<file path="config.mk">
export PLATFORM = sky130hd
export DESIGN_NAME = execute_stage
export DESIGN_NICKNAME = d
export VERILOG_FILES = /design/src/design/isa_pkg.sv /design/src/design/exec_pkg.sv /design/src/design/alu.sv /design/src/design/branch_unit.sv /design/src/design/csr_access.sv /design/src/design/execute_stage.sv /design/src/design/mem_access.sv /design/src/design/trap_unit.sv /design/src/design/writeback_stage.sv
export SDC_FILE = /design/constraint.sdc
export NUM_CORES = 1
export LEC_CHECK = 0
export BUFFER_PORTS_ARGS = -buffer_cell sky130_fd_sc_hd__buf_2
export CAP_MARGIN = 10
export CORE_MARGIN = 10
export CORE_UTILIZATION = 45
export DETAILED_ROUTE_END_ITERATION = 12
export PLACE_DENSITY = 0.69
export RECOVER_POWER = 25
export SETUP_SLACK_MARGIN = 0.05
export SKIP_LAST_GASP = 1
export SLEW_MARGIN = 20
export SYNTH_ARGS = -nofsm -noshare
export SYNTH_HDL_FRONTEND = slang
export SYNTH_HIERARCHICAL = 1
export SYNTH_SLANG_ARGS = --single-unit
export TNS_END_PERCENT = 5
</file>
<file path="constraint.sdc">
create_clock -name clk -period 10.7 [get_ports clk]
set_clock_uncertainty 0.05 [all_clocks]
set_input_delay 2.14 -clock clk [delete_from_list [all_inputs] [get_ports clk]]
set_output_delay 2.14 -clock clk [all_outputs]
set_load 0.02 [all_outputs]
</file>
<file path="src/design/isa_pkg.sv">
// RV32I operation, CSR operation, privilege and exception cause encodings
// Data, register index, CSR address and byte lane widths
`default_nettype none

package isa_pkg;

    localparam int XLEN       = 32;
    localparam int REG_ADDR_W = 5;
    localparam int CSR_ADDR_W = 12;
    localparam int BYTES      = 4;    // Byte lanes per word

    // Operation decoded upstream
    typedef enum logic [5:0] {
        NOP,
        ADD, SUB, SLT, SLTU,
        XOR, OR, AND,
        SLL, SRL, SRA,
        LUI, AUIPC,
        JAL, JALR,
        BEQ, BNE, BLT, BLTU, BGE, BGEU,
        LB, LBU, LH, LHU, LW,
        SB, SH, SW,
        CSRRW, CSRRS, CSRRC,
        CSRRWI, CSRRSI, CSRRCI,
        ECALL, EBREAK
    } op_e;

    typedef enum logic [1:0] {
        CSR_NONE,
        CSR_WRITE,
        CSR_SET,
        CSR_CLEAR
    } csr_op_e;

    typedef enum logic [1:0] {
        USER       = 2'b00,
        SUPERVISOR = 2'b01,
        MACHINE    = 2'b11
    } priv_e;

    // Values follow the mcause numbering
    typedef enum logic [3:0] {
        INSTR_ADDR_MISALIGNED = 4'd0,
        ILLEGAL_INSTR         = 4'd2,
        BREAKPOINT            = 4'd3,
        LOAD_ADDR_MISALIGNED  = 4'd4,
        STORE_ADDR_MISALIGNED = 4'd6,
        ECALL_UMODE           = 4'd8,
        ECALL_MMODE           = 4'd11,
        NO_EXC                = 4'd15
    } exc_code_e;

endpackage

`default_nettype wire

</file>
<file path="src/design/exec_pkg.sv">
// Stage input, comparison flags, memory request, CSR request
// and writeback payload structs
`default_nettype none

package exec_pkg;
    import isa_pkg::*;

    typedef struct packed {
        op_e                   op;
        logic [XLEN-1:0]       rs1_data;
        logic [XLEN-1:0]       rs2_data;
        logic [XLEN-1:0]       second_operand;    // rs2 or immediate
        logic [REG_ADDR_W-1:0] rd;
        logic [REG_ADDR_W-1:0] rs1;
        logic [XLEN-1:0]       jump_imm_target;   // PC plus immediate
        logic [XLEN-1:0]       pc_next;
        logic [CSR_ADDR_W-1:0] csr_address;
        priv_e                 privilege;
        logic                  illegal_inst;
    } exec_in_t;

    typedef struct packed {
        logic equal;
        logic less_than;
        logic less_than_u;
        logic greater_equal;
        logic greater_equal_u;
    } cmp_t;

    typedef struct packed {
        logic [XLEN-1:0]  address;
        logic             read_enable;
        logic [BYTES-1:0] byte_enable;
        logic [XLEN-1:0]  write_data;
    } mem_req_t;

    typedef struct packed {
        logic                  read_enable;
        logic                  write_enable;
        csr_op_e               operation;
        logic [CSR_ADDR_W-1:0] address;
        logic [XLEN-1:0]       data;
    } csr_req_t;

    typedef struct packed {
        logic                  write_enable;
        logic [REG_ADDR_W-1:0] rd;
        logic [XLEN-1:0]       result;
        op_e                   op;
    } wb_t;

endpackage

`default_nettype wire

</file>
<file path="src/design/alu.sv">
// ALU with adder, logic, shifts and signed/unsigned comparisons
`timescale 1ns/1ps
`default_nettype none

module alu import isa_pkg::*, exec_pkg::*; (
    input  op_e             op_i,
    input  logic [XLEN-1:0] operand_a_i,    // rs1 data
    input  logic [XLEN-1:0] operand_b_i,    // Second operand
    output logic [XLEN-1:0] sum_o,
    output logic [XLEN-1:0] and_o,
    output logic [XLEN-1:0] or_o,
    output logic [XLEN-1:0] xor_o,
    output logic [XLEN-1:0] sll_o,
    output logic [XLEN-1:0] srl_o,
    output logic [XLEN-1:0] sra_o,
    output cmp_t            cmp_o
);

    logic [XLEN-1:0] addend_b;
    logic [4:0]      shamt;

    assign addend_b = (op_i == SUB) ? -operand_b_i : operand_b_i;
    assign shamt    = operand_b_i[4:0];

    assign sum_o = operand_a_i + addend_b;   // Also address and JALR target
    assign and_o = operand_a_i & operand_b_i;
    assign or_o  = operand_a_i | operand_b_i;
    assign xor_o = operand_a_i ^ operand_b_i;
    assign sll_o = operand_a_i << shamt;
    assign srl_o = operand_a_i >> shamt;
    assign sra_o = $signed(operand_a_i) >>> shamt;

    // Flags for branches and SLT/SLTU
    assign cmp_o.equal           = (operand_a_i == operand_b_i);
    assign cmp_o.less_than       = $signed(operand_a_i) <  $signed(operand_b_i);
    assign cmp_o.less_than_u     = operand_a_i <  operand_b_i;
    assign cmp_o.greater_equal   = $signed(operand_a_i) >= $signed(operand_b_i);
    assign cmp_o.greater_equal_u = operand_a_i >= operand_b_i;

endmodule

`default_nettype wire

</file>
<file path="src/design/branch_unit.sv">
// Branch decision, jump target and target misalignment check
`timescale 1ns/1ps
`default_nettype none

module branch_unit import isa_pkg::*, exec_pkg::*; #(
    parameter bit COMPRESSED = 1'b1
) (
    input  op_e             op_i,
    input  cmp_t            cmp_i,
    input  logic [XLEN-1:0] sum_i,
    input  logic [XLEN-1:0] jump_imm_target_i,
    output logic            jump_o,
    output logic [XLEN-1:0] jump_target_o,
    output logic            target_misaligned_o
);

    always_comb begin
        unique case (op_i)
            BEQ:       jump_o = cmp_i.equal;
            BNE:       jump_o = !cmp_i.equal;
            BLT:       jump_o = cmp_i.less_than;
            BLTU:      jump_o = cmp_i.less_than_u;
            BGE:       jump_o = cmp_i.greater_equal;
            BGEU:      jump_o = cmp_i.greater_equal_u;
            JAL, JALR: jump_o = 1'b1;
            default:   jump_o = 1'b0;
        endcase
    end

    // JALR target is rs1 plus offset with bit 0 dropped
    assign jump_target_o = (op_i == JALR) ? {sum_i[XLEN-1:1], 1'b0} : jump_imm_target_i;

    // Without compressed support every target must be word aligned
    assign target_misaligned_o = !COMPRESSED && jump_o && jump_target_o[1];

endmodule

`default_nettype wire

</file>
<file path="src/design/csr_access.sv">
// CSR read/write enables, operation, write data and illegal access check
`timescale 1ns/1ps
`default_nettype none

module csr_access import isa_pkg::*, exec_pkg::*; (
    input  op_e                   op_i,
    input  logic [REG_ADDR_W-1:0] rd_i,
    input  logic [REG_ADDR_W-1:0] rs1_i,
    input  logic [XLEN-1:0]       rs1_data_i,
    input  logic [CSR_ADDR_W-1:0] csr_address_i,
    input  priv_e                 privilege_i,
    output csr_req_t              csr_req_o,
    output logic                  csr_illegal_o
);

    logic read_enable;
    logic write_enable;

    always_comb begin
        read_enable  = 1'b0;
        write_enable = 1'b0;
        csr_req_o.operation = CSR_NONE;
        unique case (op_i)
            CSRRW, CSRRWI: begin
                read_enable  = (rd_i != '0);   // No read side effect when rd is x0
                write_enable = 1'b1;
                csr_req_o.operation = CSR_WRITE;
            end
            CSRRS, CSRRSI: begin
                read_enable  = 1'b1;
                write_enable = (rs1_i != '0);
                csr_req_o.operation = CSR_SET;
            end
            CSRRC, CSRRCI: begin
                read_enable  = 1'b1;
                write_enable = (rs1_i != '0);
                csr_req_o.operation = CSR_CLEAR;
            end
            default: ;
        endcase
    end

    // Bits 11:10 == 11 mark read-only CSRs and bits 9:8 the lowest privilege allowed
    assign csr_illegal_o = ((csr_address_i[11:10] == 2'b11) && write_enable)
                         || ((csr_address_i[9:8] > 2'(privilege_i))
                             && (read_enable || write_enable));

    assign csr_req_o.read_enable  = read_enable && !csr_illegal_o;
    assign csr_req_o.write_enable = write_enable && !csr_illegal_o;
    assign csr_req_o.address      = csr_address_i;
    assign csr_req_o.data = (op_i inside {CSRRWI, CSRRSI, CSRRCI})
                          ? {{(XLEN-REG_ADDR_W){1'b0}}, rs1_i} : rs1_data_i;

    always_comb begin
        a_no_enable_when_illegal: assert final (!(csr_illegal_o
            && (csr_req_o.read_enable || csr_req_o.write_enable)))
            else $error("CSR enable set on an illegal access");
    end

endmodule

`default_nettype wire

</file>
<file path="src/design/execute_stage.sv">
// Execute stage top level connecting ALU, branch, memory, CSR,
// trap and writeback units
`timescale 1ns/1ps
`default_nettype none

module execute_stage import isa_pkg::*, exec_pkg::*; #(
    parameter bit COMPRESSED = 1'b1    // Allow halfword aligned jump targets
) (
    input  logic            clk,
    input  logic            reset_n,
    input  logic            stall_i,
    input  exec_in_t        exec_in_i,
    input  logic [XLEN-1:0] csr_data_read_i,
    output mem_req_t        mem_req_o,
    output wb_t             wb_o,
    output csr_req_t        csr_req_o,
    output logic            jump_o,
    output logic [XLEN-1:0] jump_target_o,
    output logic            raise_exception_o,
    output exc_code_e       exception_code_o
);

    logic [XLEN-1:0] sum_result;
    logic [XLEN-1:0] and_result;
    logic [XLEN-1:0] or_result;
    logic [XLEN-1:0] xor_result;
    logic [XLEN-1:0] sll_result;
    logic [XLEN-1:0] srl_result;
    logic [XLEN-1:0] sra_result;
    cmp_t            cmp;

    logic target_misaligned;
    logic load_misaligned;
    logic store_misaligned;
    logic csr_illegal;

    ////////////////////////////////////////////////////////////////////////
    // Datapath units
    ////////////////////////////////////////////////////////////////////////

    alu u_alu (
        .op_i        (exec_in_i.op),
        .operand_a_i (exec_in_i.rs1_data),
        .operand_b_i (exec_in_i.second_operand),
        .sum_o       (sum_result),
        .and_o       (and_result),
        .or_o        (or_result),
        .xor_o       (xor_result),
        .sll_o       (sll_result),
        .srl_o       (srl_result),
        .sra_o       (sra_result),
        .cmp_o       (cmp)
    );

    branch_unit #(
        .COMPRESSED (COMPRESSED)
    ) u_branch_unit (
        .op_i                (exec_in_i.op),
        .cmp_i               (cmp),
        .sum_i               (sum_result),
        .jump_imm_target_i   (exec_in_i.jump_imm_target),
        .jump_o              (jump_o),
        .jump_target_o       (jump_target_o),
        .target_misaligned_o (target_misaligned)
    );

    mem_access u_mem_access (
        .clk                (clk),
        .reset_n            (reset_n),
        .stall_i            (stall_i),
        .op_i               (exec_in_i.op),
        .sum_i              (sum_result),
        .rs2_data_i         (exec_in_i.rs2_data),
        .mem_req_o          (mem_req_o),
        .load_misaligned_o  (load_misaligned),
        .store_misaligned_o (store_misaligned)
    );

    ////////////////////////////////////////////////////////////////////////
    // Control and writeback
    ////////////////////////////////////////////////////////////////////////

    csr_access u_csr_access (
        .op_i          (exec_in_i.op),
        .rd_i          (exec_in_i.rd),
        .rs1_i         (exec_in_i.rs1),
        .rs1_data_i    (exec_in_i.rs1_data),
        .csr_address_i (exec_in_i.csr_address),
        .privilege_i   (exec_in_i.privilege),
        .csr_req_o     (csr_req_o),
        .csr_illegal_o (csr_illegal)
    );

    trap_unit u_trap_unit (
        .op_i                (exec_in_i.op),
        .privilege_i         (exec_in_i.privilege),
        .illegal_inst_i      (exec_in_i.illegal_inst),
        .csr_illegal_i       (csr_illegal),
        .target_misaligned_i (target_misaligned),
        .load_misaligned_i   (load_misaligned),
        .store_misaligned_i  (store_misaligned),
        .raise_exception_o   (raise_exception_o),
        .exception_code_o    (exception_code_o)
    );

    writeback_stage u_writeback_stage (
        .clk               (clk),
        .reset_n           (reset_n),
        .stall_i           (stall_i),
        .exec_in_i         (exec_in_i),
        .sum_i             (sum_result),
        .and_i             (and_result),
        .or_i              (or_result),
        .xor_i             (xor_result),
        .sll_i             (sll_result),
        .srl_i             (srl_result),
        .sra_i             (sra_result),
        .cmp_i             (cmp),
        .csr_data_read_i   (csr_data_read_i),
        .raise_exception_i (raise_exception_o),   // Blocks the register write
        .wb_o              (wb_o)
    );

endmodule

`default_nettype wire

</file>
<file path="src/design/mem_access.sv">
// Load/store address, byte lanes, write data and misalignment flags
// Registered memory request for the next stage
`timescale 1ns/1ps
`default_nettype none

module mem_access import isa_pkg::*, exec_pkg::*; (
    input  logic            clk,
    input  logic            reset_n,
    input  logic            stall_i,
    input  op_e             op_i,
    input  logic [XLEN-1:0] sum_i,
    input  logic [XLEN-1:0] rs2_data_i,
    output mem_req_t        mem_req_o,
    output logic            load_misaligned_o,
    output logic            store_misaligned_o
);

    mem_req_t req;

    assign req.address     = sum_i;
    assign req.read_enable = op_i inside {LB, LBU, LH, LHU, LW};

    always_comb begin
        req.byte_enable = '0;
        unique case (op_i)
            SB:      req.byte_enable[sum_i[1:0]] = 1'b1;
            SH:      req.byte_enable = sum_i[1] ? 4'b1100 : 4'b0011;
            SW:      req.byte_enable = '1;
            default: req.byte_enable = '0;
        endcase
    end

    always_comb begin
        unique case (op_i)
            SB:      req.write_data = {BYTES{rs2_data_i[7:0]}};   // Byte on every lane
            SH:      req.write_data = {2{rs2_data_i[15:0]}};
            default: req.write_data = rs2_data_i;
        endcase
    end

    assign load_misaligned_o = ((op_i inside {LH, LHU}) && sum_i[0])
                             || ((op_i == LW) && (sum_i[1:0] != 2'b00));
    assign store_misaligned_o = ((op_i == SH) && sum_i[0])
                              || ((op_i == SW) && (sum_i[1:0] != 2'b00));

    //////////////////////////////////////////////////////////////////////
    // Request register held under stall
    //////////////////////////////////////////////////////////////////////

    always_ff @(posedge clk or negedge reset_n) begin
        if (!reset_n) begin
            mem_req_o <= '0;
        end else if (!stall_i) begin
            mem_req_o <= req;
        end
    end

    a_byte_enable_legal: assert property (@(posedge clk) disable iff (!reset_n)
        mem_req_o.byte_enable inside {4'b0000, 4'b0001, 4'b0010, 4'b0100,
                                      4'b1000, 4'b0011, 4'b1100, 4'b1111})
        else $error("Illegal byte lane pattern %b", mem_req_o.byte_enable);

endmodule

`default_nettype wire

</file>
<file path="src/design/trap_unit.sv">
// Exception raise and prioritized exception code
`timescale 1ns/1ps
`default_nettype none

module trap_unit import isa_pkg::*; (
    input  op_e       op_i,
    input  priv_e     privilege_i,
    input  logic      illegal_inst_i,
    input  logic      csr_illegal_i,
    input  logic      target_misaligned_i,
    input  logic      load_misaligned_i,
    input  logic      store_misaligned_i,
    output logic      raise_exception_o,
    output exc_code_e exception_code_o
);

    logic any_cause;

    assign any_cause = illegal_inst_i || csr_illegal_i || target_misaligned_i
                     || load_misaligned_i || store_misaligned_i
                     || (op_i inside {ECALL, EBREAK});

    assign raise_exception_o = any_cause && (op_i != NOP);   // Bubbles never trap

    // Highest priority first
    always_comb begin
        if (illegal_inst_i || csr_illegal_i)
            exception_code_o = ILLEGAL_INSTR;
        else if (target_misaligned_i)
            exception_code_o = INSTR_ADDR_MISALIGNED;
        else if (op_i == ECALL)
            exception_code_o = (privilege_i == USER) ? ECALL_UMODE : ECALL_MMODE;
        else if (op_i == EBREAK)
            exception_code_o = BREAKPOINT;
        else if (load_misaligned_i)
            exception_code_o = LOAD_ADDR_MISALIGNED;
        else if (store_misaligned_i)
            exception_code_o = STORE_ADDR_MISALIGNED;
        else
            exception_code_o = NO_EXC;
    end

    always_comb begin
        a_raise_matches_code: assert final (raise_exception_o
            == ((exception_code_o != NO_EXC) && (op_i != NOP)))
            else $error("Raise and exception code disagree");
    end

endmodule

`default_nettype wire

</file>
<file path="src/design/writeback_stage.sv">
// Result selection, register write enable and registered writeback payload
`timescale 1ns/1ps
`default_nettype none

module writeback_stage import isa_pkg::*, exec_pkg::*; (
    input  logic            clk,
    input  logic            reset_n,
    input  logic            stall_i,
    input  exec_in_t        exec_in_i,
    input  logic [XLEN-1:0] sum_i,
    input  logic [XLEN-1:0] and_i,
    input  logic [XLEN-1:0] or_i,
    input  logic [XLEN-1:0] xor_i,
    input  logic [XLEN-1:0] sll_i,
    input  logic [XLEN-1:0] srl_i,
    input  logic [XLEN-1:0] sra_i,
    input  cmp_t            cmp_i,
    input  logic [XLEN-1:0] csr_data_read_i,
    input  logic            raise_exception_i,
    output wb_t             wb_o
);

    wb_t wb;

    always_comb begin
        unique case (exec_in_i.op)
            CSRRW, CSRRS, CSRRC,
            CSRRWI, CSRRSI, CSRRCI: wb.result = csr_data_read_i;
            JAL, JALR:              wb.result = exec_in_i.pc_next;    // Link address
            SLT:                    wb.result = {{(XLEN-1){1'b0}}, cmp_i.less_than};
            SLTU:                   wb.result = {{(XLEN-1){1'b0}}, cmp_i.less_than_u};
            XOR:                    wb.result = xor_i;
            OR:                     wb.result = or_i;
            AND:                    wb.result = and_i;
            SLL:                    wb.result = sll_i;
            SRL:                    wb.result = srl_i;
            SRA:                    wb.result = sra_i;
            LUI:                    wb.result = exec_in_i.second_operand;
            AUIPC:                  wb.result = exec_in_i.jump_imm_target;
            default:                wb.result = sum_i;    // ADD, SUB, loads
        endcase
    end

    // Stores and branches have no destination register
    assign wb.write_enable = !(exec_in_i.op inside {NOP, SB, SH, SW,
                                                    BEQ, BNE, BLT, BLTU, BGE, BGEU})
                           && (exec_in_i.rd != '0) && !raise_exception_i;
    assign wb.rd = exec_in_i.rd;
    assign wb.op = exec_in_i.op;

    always_ff @(posedge clk or negedge reset_n) begin
        if (!reset_n) begin
            wb_o <= '{write_enable: 1'b0, rd: '0, result: '0, op: NOP};
        end else if (!stall_i) begin
            wb_o <= wb;
        end
    end

endmodule

`default_nettype wire

</file>
Yosys cells after proc, flatten, opt, wreduce, memory -nomap -nowiden
Cells that the tools add are included.
- bits in registers: 113
- latch bits: 0
- memory bits (writable): 0
- ROM bits: 0
- input port bits: 226
- output and inout port bits: 199
- word-level logic and storage cells: 120
- memories kept: 0
- $add $sub $neg: 2
- multiply operators: 0
- div/mod/pow operators: 0
- magnitude comparators: 7
- equal/unequal tests: 37
- shift-type cells: 3
- muxes and demuxes: 19
- bitwise operators: 3
- reduce and logical (&&, ||, !) cells: 41
- operators by type and width (cell ; count):
    $pmux W32 S12 ; 1
    $eq A6 B5 Y1 const B ; 16
    $mux W32 ; 3
    $ge A32 B32 Y1 ; 2
    $lt A32 B32 Y1 ; 2
    $pmux W32 S2 ; 1
    $eq A6 B4 Y1 const B ; 8
    $add A32 B32 Y32 ; 1
    $and A32 B32 Y32 ; 1
    $eq A32 B32 Y1 ; 1
    $neg A32 Y32 ; 1
    $or A32 B32 Y32 ; 1
    $shl A32 B5 Y32 ; 1
    $shr A32 B5 Y32 ; 1
    $sshr A32 B5 Y32 ; 1
    $xor A32 B32 Y32 ; 1
    $eq A6 B6 Y1 const B ; 5
    $eq A6 B3 Y1 const B ; 4
    $mux W4 ; 6
    $reduce_bool A5 Y1 ; 3
    $eq A6 B2 Y1 const B ; 2
    $logic_and A1 B1 Y1 ; 12
    $pmux W4 S3 ; 1
    $reduce_bool A10 Y1 ; 1
    20 further kinds ; 36

Logic depth before layout (Yosys ltp)
- depth after elaboration: 13
- depth in mapped cells: 22

By module
Netlist, hierarchy kept.
- modules (own cells, without submodules) (module ; times used ; cells an instance ; area an instance (um^2) ; sequential area each (um^2)):
    alu ; 1 ; 1093 ; 7883.8 ; 0.0
    writeback_stage ; 1 ; 533 ; 4787.1 ; 1101.1
    mem_access ; 1 ; 251 ; 3052.9 ; 1726.7
    branch_unit ; 1 ; 50 ; 624.3 ; 0.0
    csr_access ; 1 ; 78 ; 570.5 ; 0.0
    trap_unit ; 1 ; 21 ; 156.4 ; 0.0

Worst setup path before layout
No wires, ideal clock.
- kind: input to output
- start: in exec_in_i[89] (netlist bit)
- end: out jump_target_o[28]
- data arrival time: 6.313 ns
- setup slack: 2.197 ns
- cell stages on the path: 19
- cell sequence: buf_4 > buf_4 > buf_2 > buf_2 > inv_1 > ha_1 > or3b_2 > or2_1 > o41ai_1 > xnor2_1 > ha_1 > clkbuf_1 > nand3_1 > o211ai_1 > a21oi_1 > a2111oi_1 > nor4_1 > a211oi_1 > mux2_4
- cells in the longest elaborated chain, start to end: 4
- ends and longest elaborated chain (element ; line ; RTL):
    start: declaration ; execute_stage.sv:12 ; input exec_in_t exec_in_i,
    $neg A32 Y32 ; alu.sv:22 ; assign addend_b = (op_i == SUB) ? -operand_b_i : operand_b_i;
    $mux W32 * ; alu.sv:22 ;
    $add A32 B32 Y32 * ; alu.sv:25 ; assign sum_o = operand_a_i + addend_b;
    named net sum_result[28] ; execute_stage.sv:23 ; logic [XLEN-1:0] sum_result;
    $mux W32 * ; branch_unit.sv:31 ; assign jump_target_o = (op_i == JALR) ? {sum_i[XLEN-1:1], 1'b0} : jump_imm_target_i;
    end: declaration ; execute_stage.sv:18 ; output logic [XLEN-1:0] jump_target_o,
The timed path passes the listed nets; every way through them passes the cells marked *.

Worst setup path in the final report
- start: in exec_in_i[187] (netlist bit)
- end: out jump_target_o[28]
- cells in the longest elaborated chain, start to end: 4
- elaborated cells on any way between the ends: 5
- those cells by class: add/sub: 1; eq/ne: 2; mux: 2
- ends and longest elaborated chain (element ; line):
    $eq A6 B2 Y1 ; alu.sv:22
    $mux W32 ; alu.sv:22
    $add A32 B32 Y32 ; alu.sv:25
    named net sum_result[28] ; execute_stage.sv:23
    $mux W32 ; branch_unit.sv:31
The timed path passes the listed nets, and every way through them passes these cells.

==> metrics.md <==
| Metric | Value |
|---|---|
| Vias | roughly 19,000 |
| Switch share | 0.455 |
| Worst rel slew slack | -2.51 |
| Synth cell types | 111 |
| Most common cell after layout, fill and taps aside | buf_2 |
| Final GP Congestion | approximately 1.0 |
| Initial Utilization | 0.454 |
| Final-report setup violation count | 0 |
| Vias in the first global route | between 15,000 and 20,000 |
| Most frequent cells in the layout | buf_2, nor2_1, a21oi_1 |
| #FFs+latches synth | ~110 |
| Synthesized area | 17,100 um2 |
| Final Cycle Share | 0.874 |
| H-Tree Depth | 4 |
| I/O pin cnt | 425 |
| Root Driver | clkbuf_16 |
| Worst Path Class, Setup | in2out |
| Hold Vio Cnt, Final | 0 |
| Sw power | 1.01 mW |
| Die ar. | 46,100 um2 |
| Area Overhead vs Synth | 14.8% |
| RSZ-0062 raised after global routing | false |
| Die X | approximately 210 um |
| Share of layout cells above drive strength 1 | 0.282 |
| Cell area after layout | roughly 20,000 um2 |
| Post-route ant nets | 0 |
| Cell taking the most area after synthesis | dfrtp_1 |
| DRT iter0 DRCs | 2,434 |
| Wire per inst | about 32 um |
| Internal power | approximately 1.2 mW |
| Total CTS buffers | 17 |
| CTS tree | done |
| Synth warn | 6 |
| Clock power frac | 0.248 |
| I/O Buffers | 408 |
| Max Cap Viol | 2 |
| Detailed placer's ending HPWL | 69.3 mm |
| DRC Markers | 0 |
| CP max-delay cell | nand3b_1 |
| Vias per cell | about 6.6 |
| Comb power frac | 0.502 |
| Worst-path clk slew | 60 ps |
| Max Fclk | ~110 MHz |
| Data arrival, critical path | ~7200 ps |
| Wire length of the first global-routing pass | approximately 130 mm |
| Row cnt | slightly above 70 |
| Total Neg Setup Slack | 0 ps |
| Avg Inst Size Synth | 8.43 um2 |
| Multi-input logic area | about 13,000 um2 |
| CTS Buffer Depth | 2 |
| Seq/Total Area, Yosys | 0.166 |
| Dominant cells by area after synthesis | dfrtp_1, ha_1, mux4_2 |
| Failing checks | max-capacitance violations, max-slew violations |
| Routed wire length | around 90 mm |
| P_leak | 8.85 nW |
| Sequential Power Share | 0.250 |
| CTS sink count | ~110 |
| Postcts setup bufs | 0 |
| Antenna violations before repair | 7 |
| Worst path buffer plus inverter count | 2 |
| Syn Nets | between 2,000 and 2,500 |
| Status | finished with violations |
| Peak supply drop | 116 uV |
| Ordered list of cells on the worst path | buf_2, nor4_1, nand3b_1, a21oi_1, xnor2_1, ha_1, a21oi_1, o21ai_0, a31oi_1, o311ai_0, a221o_1, a211oi_1, mux2_4, buf_2 |
| Final Core Density | 0.522 |
| Layout Nets | between 2,000 and 3,000 |
| Register area | about 2800 um2 |
| Post-CTS Resized | 0 |
| CP Max Fanout | 34 |
| Hold buffer count at cts | 0 |
| Min-delay worst type | reg2reg |
| Largest net degree at the start of global routing | 124 |
| Pins Over Slew Limit | 170 |
| Period minus WS final | 9350 ps |
| Main synth FF type | dfrtp_1 |
| Top Family by Delay on Critical Path | compound AO/OA/AOI/OAI gates |
| Total GRT Usage | 0.366 |
| Cell Pwr Density | around 110 nW/um2 |
| Post-synth ARST share | 1.00 |
| Core area | 37,600 um2 |
| Gate Count Post-Synth | between 2,000 and 2,500 |
| Worst-skew pair later-pin latency | approximately 410 ps |
| Critical Path End Type | primary output |
| Placed inst area | roughly 19,000 um2 |
| DRT Pass-1 Iters | 6 |
| Area fraction of the dominant cell type after synthesis | 0.166 |
| Die height | approximately 210 um |
| CP required | 8510 ps |
| Fill count | roughly 3,700 |
| Slowest Stage Delay on Critical Path | 790 ps |
| Gr ovfl total | 0 |
| Worst Tran Pin Value | ~5300 ps |
| Startpoint Class | input pin |
| EDFF count, synth | 0 |
## metrics by stage
stage | hold WS (ps) | instances | total power, mW | setup WS, ps
6_report | 429 | 2840 | 2.21 | 1350
2_1_floorplan | 543 | 2026 | 1.20 | 2200
3_3_place_gp | 412 | 2806 | 1.64 | 1550
3_5_place_dp | 414 | 2806 | 1.64 | 1540
4_1_cts | 428 | 2837 | 2.19 | 1520
5_1_grt | 453 | 2839 | 2.30 | 1060
## synth_stat cells (all sizes together), types with 17 or more instances
master  number
buf         93
xnor2       49
a211oi      29
nor4        17
mux2       121
inv        122
o21ai      100
a21oi      148
nor3        38
and3        18
o31ai       35
nand2b      23
clkbuf      76
nor2       215
nand2      125
a31oi       33
mux2i       91
mux4        57
o22ai       18
a22oi       46
and2        43
dfrtp      113
ha         137
## registers in the layout, indices dropped and copies added, names as in the netlist
register and flops:
u_writeback_stage/wb_o 44, u_mem_access/mem_req_o 69
## cell type report
cell class / instances / area share
antenna: 3 / 0.000383
clock buffer: 17 / 0.0217
clock inverter: 14 / 0.00677
inverter: 123 / 0.0236
multi-input combinational: 1621 / 0.658
sequential: 113 / 0.144
tap: 511 / 0.0326
timing repair buffer: 438 / 0.113
## per-layer routing
| metal | track usage | share of wire | wire (um) |
|---|---|---|---|
| met1 | 0.456 | 0.39 | 34900 |
| met2 | 0.555 | 0.43 | 38900 |
| met3 | 0.121 | 0.12 | 10500 |
| met4 | 0.191 | 0.058 | 5210 |
| met5 | 0 | 0.00071 | 64 |
## kinds of logic (layout without fill, tap and decap cells)
family / Yosys count / count (layout) / synth area share
and+or+nand+nor: 587 / 587 / 0.180
buffers and inverters: 292 / 592 / 0.0808
other: 1 / 4 / 0.000220
AOI/OAI and AO/OA: 565 / 565 / 0.224
adders and majority gates: 138 / 138 / 0.102
xor gates and xnor gates: 61 / 61 / 0.0317
muxes: 269 / 269 / 0.216
DFF: 113 / 113 / 0.166
## power groups by stage
stage | Sequential [mW] | Combinational, mW | Clock (mW)
floorplan | 0.643 | 0.559 | 0
global placement | 0.555 | 1.08 | 0
detailed placement | 0.557 | 1.08 | 0
CTS | 0.551 | 1.09 | 0.553
global route | 0.561 | 1.17 | 0.576
finish | 0.553 | 1.11 | 0.547
## final timing paths
path / depth (start not counted) / endpoint / slack, ps / startpoint
max in group asynchronous: 2 / u_writeback_stage/wb_o[28] / 6070 / reset_n
min: 2 / u_mem_access/mem_req_o[21] / 430 / u_mem_access/mem_req_o[21]
max reg2reg: 3 / u_writeback_stage/wb_o[8] / 9580 / u_writeback_stage/wb_o[8]
min in group asynchronous: 1 / u_mem_access/mem_req_o[28] / 2450 / reset_n
max: 14 / jump_target_o[28] / 1350 / exec_in_i[187]
min reg2reg: 2 / u_mem_access/mem_req_o[21] / 430 / u_mem_access/mem_req_o[21]
## tightest hold or removal path, cell delays in order, from the launching register on
cell,delay (ps)
dfrtp_1,340
nand2_1,50
o21ai_0,60
No activity file was read; power rests on OpenSTA's default activity.
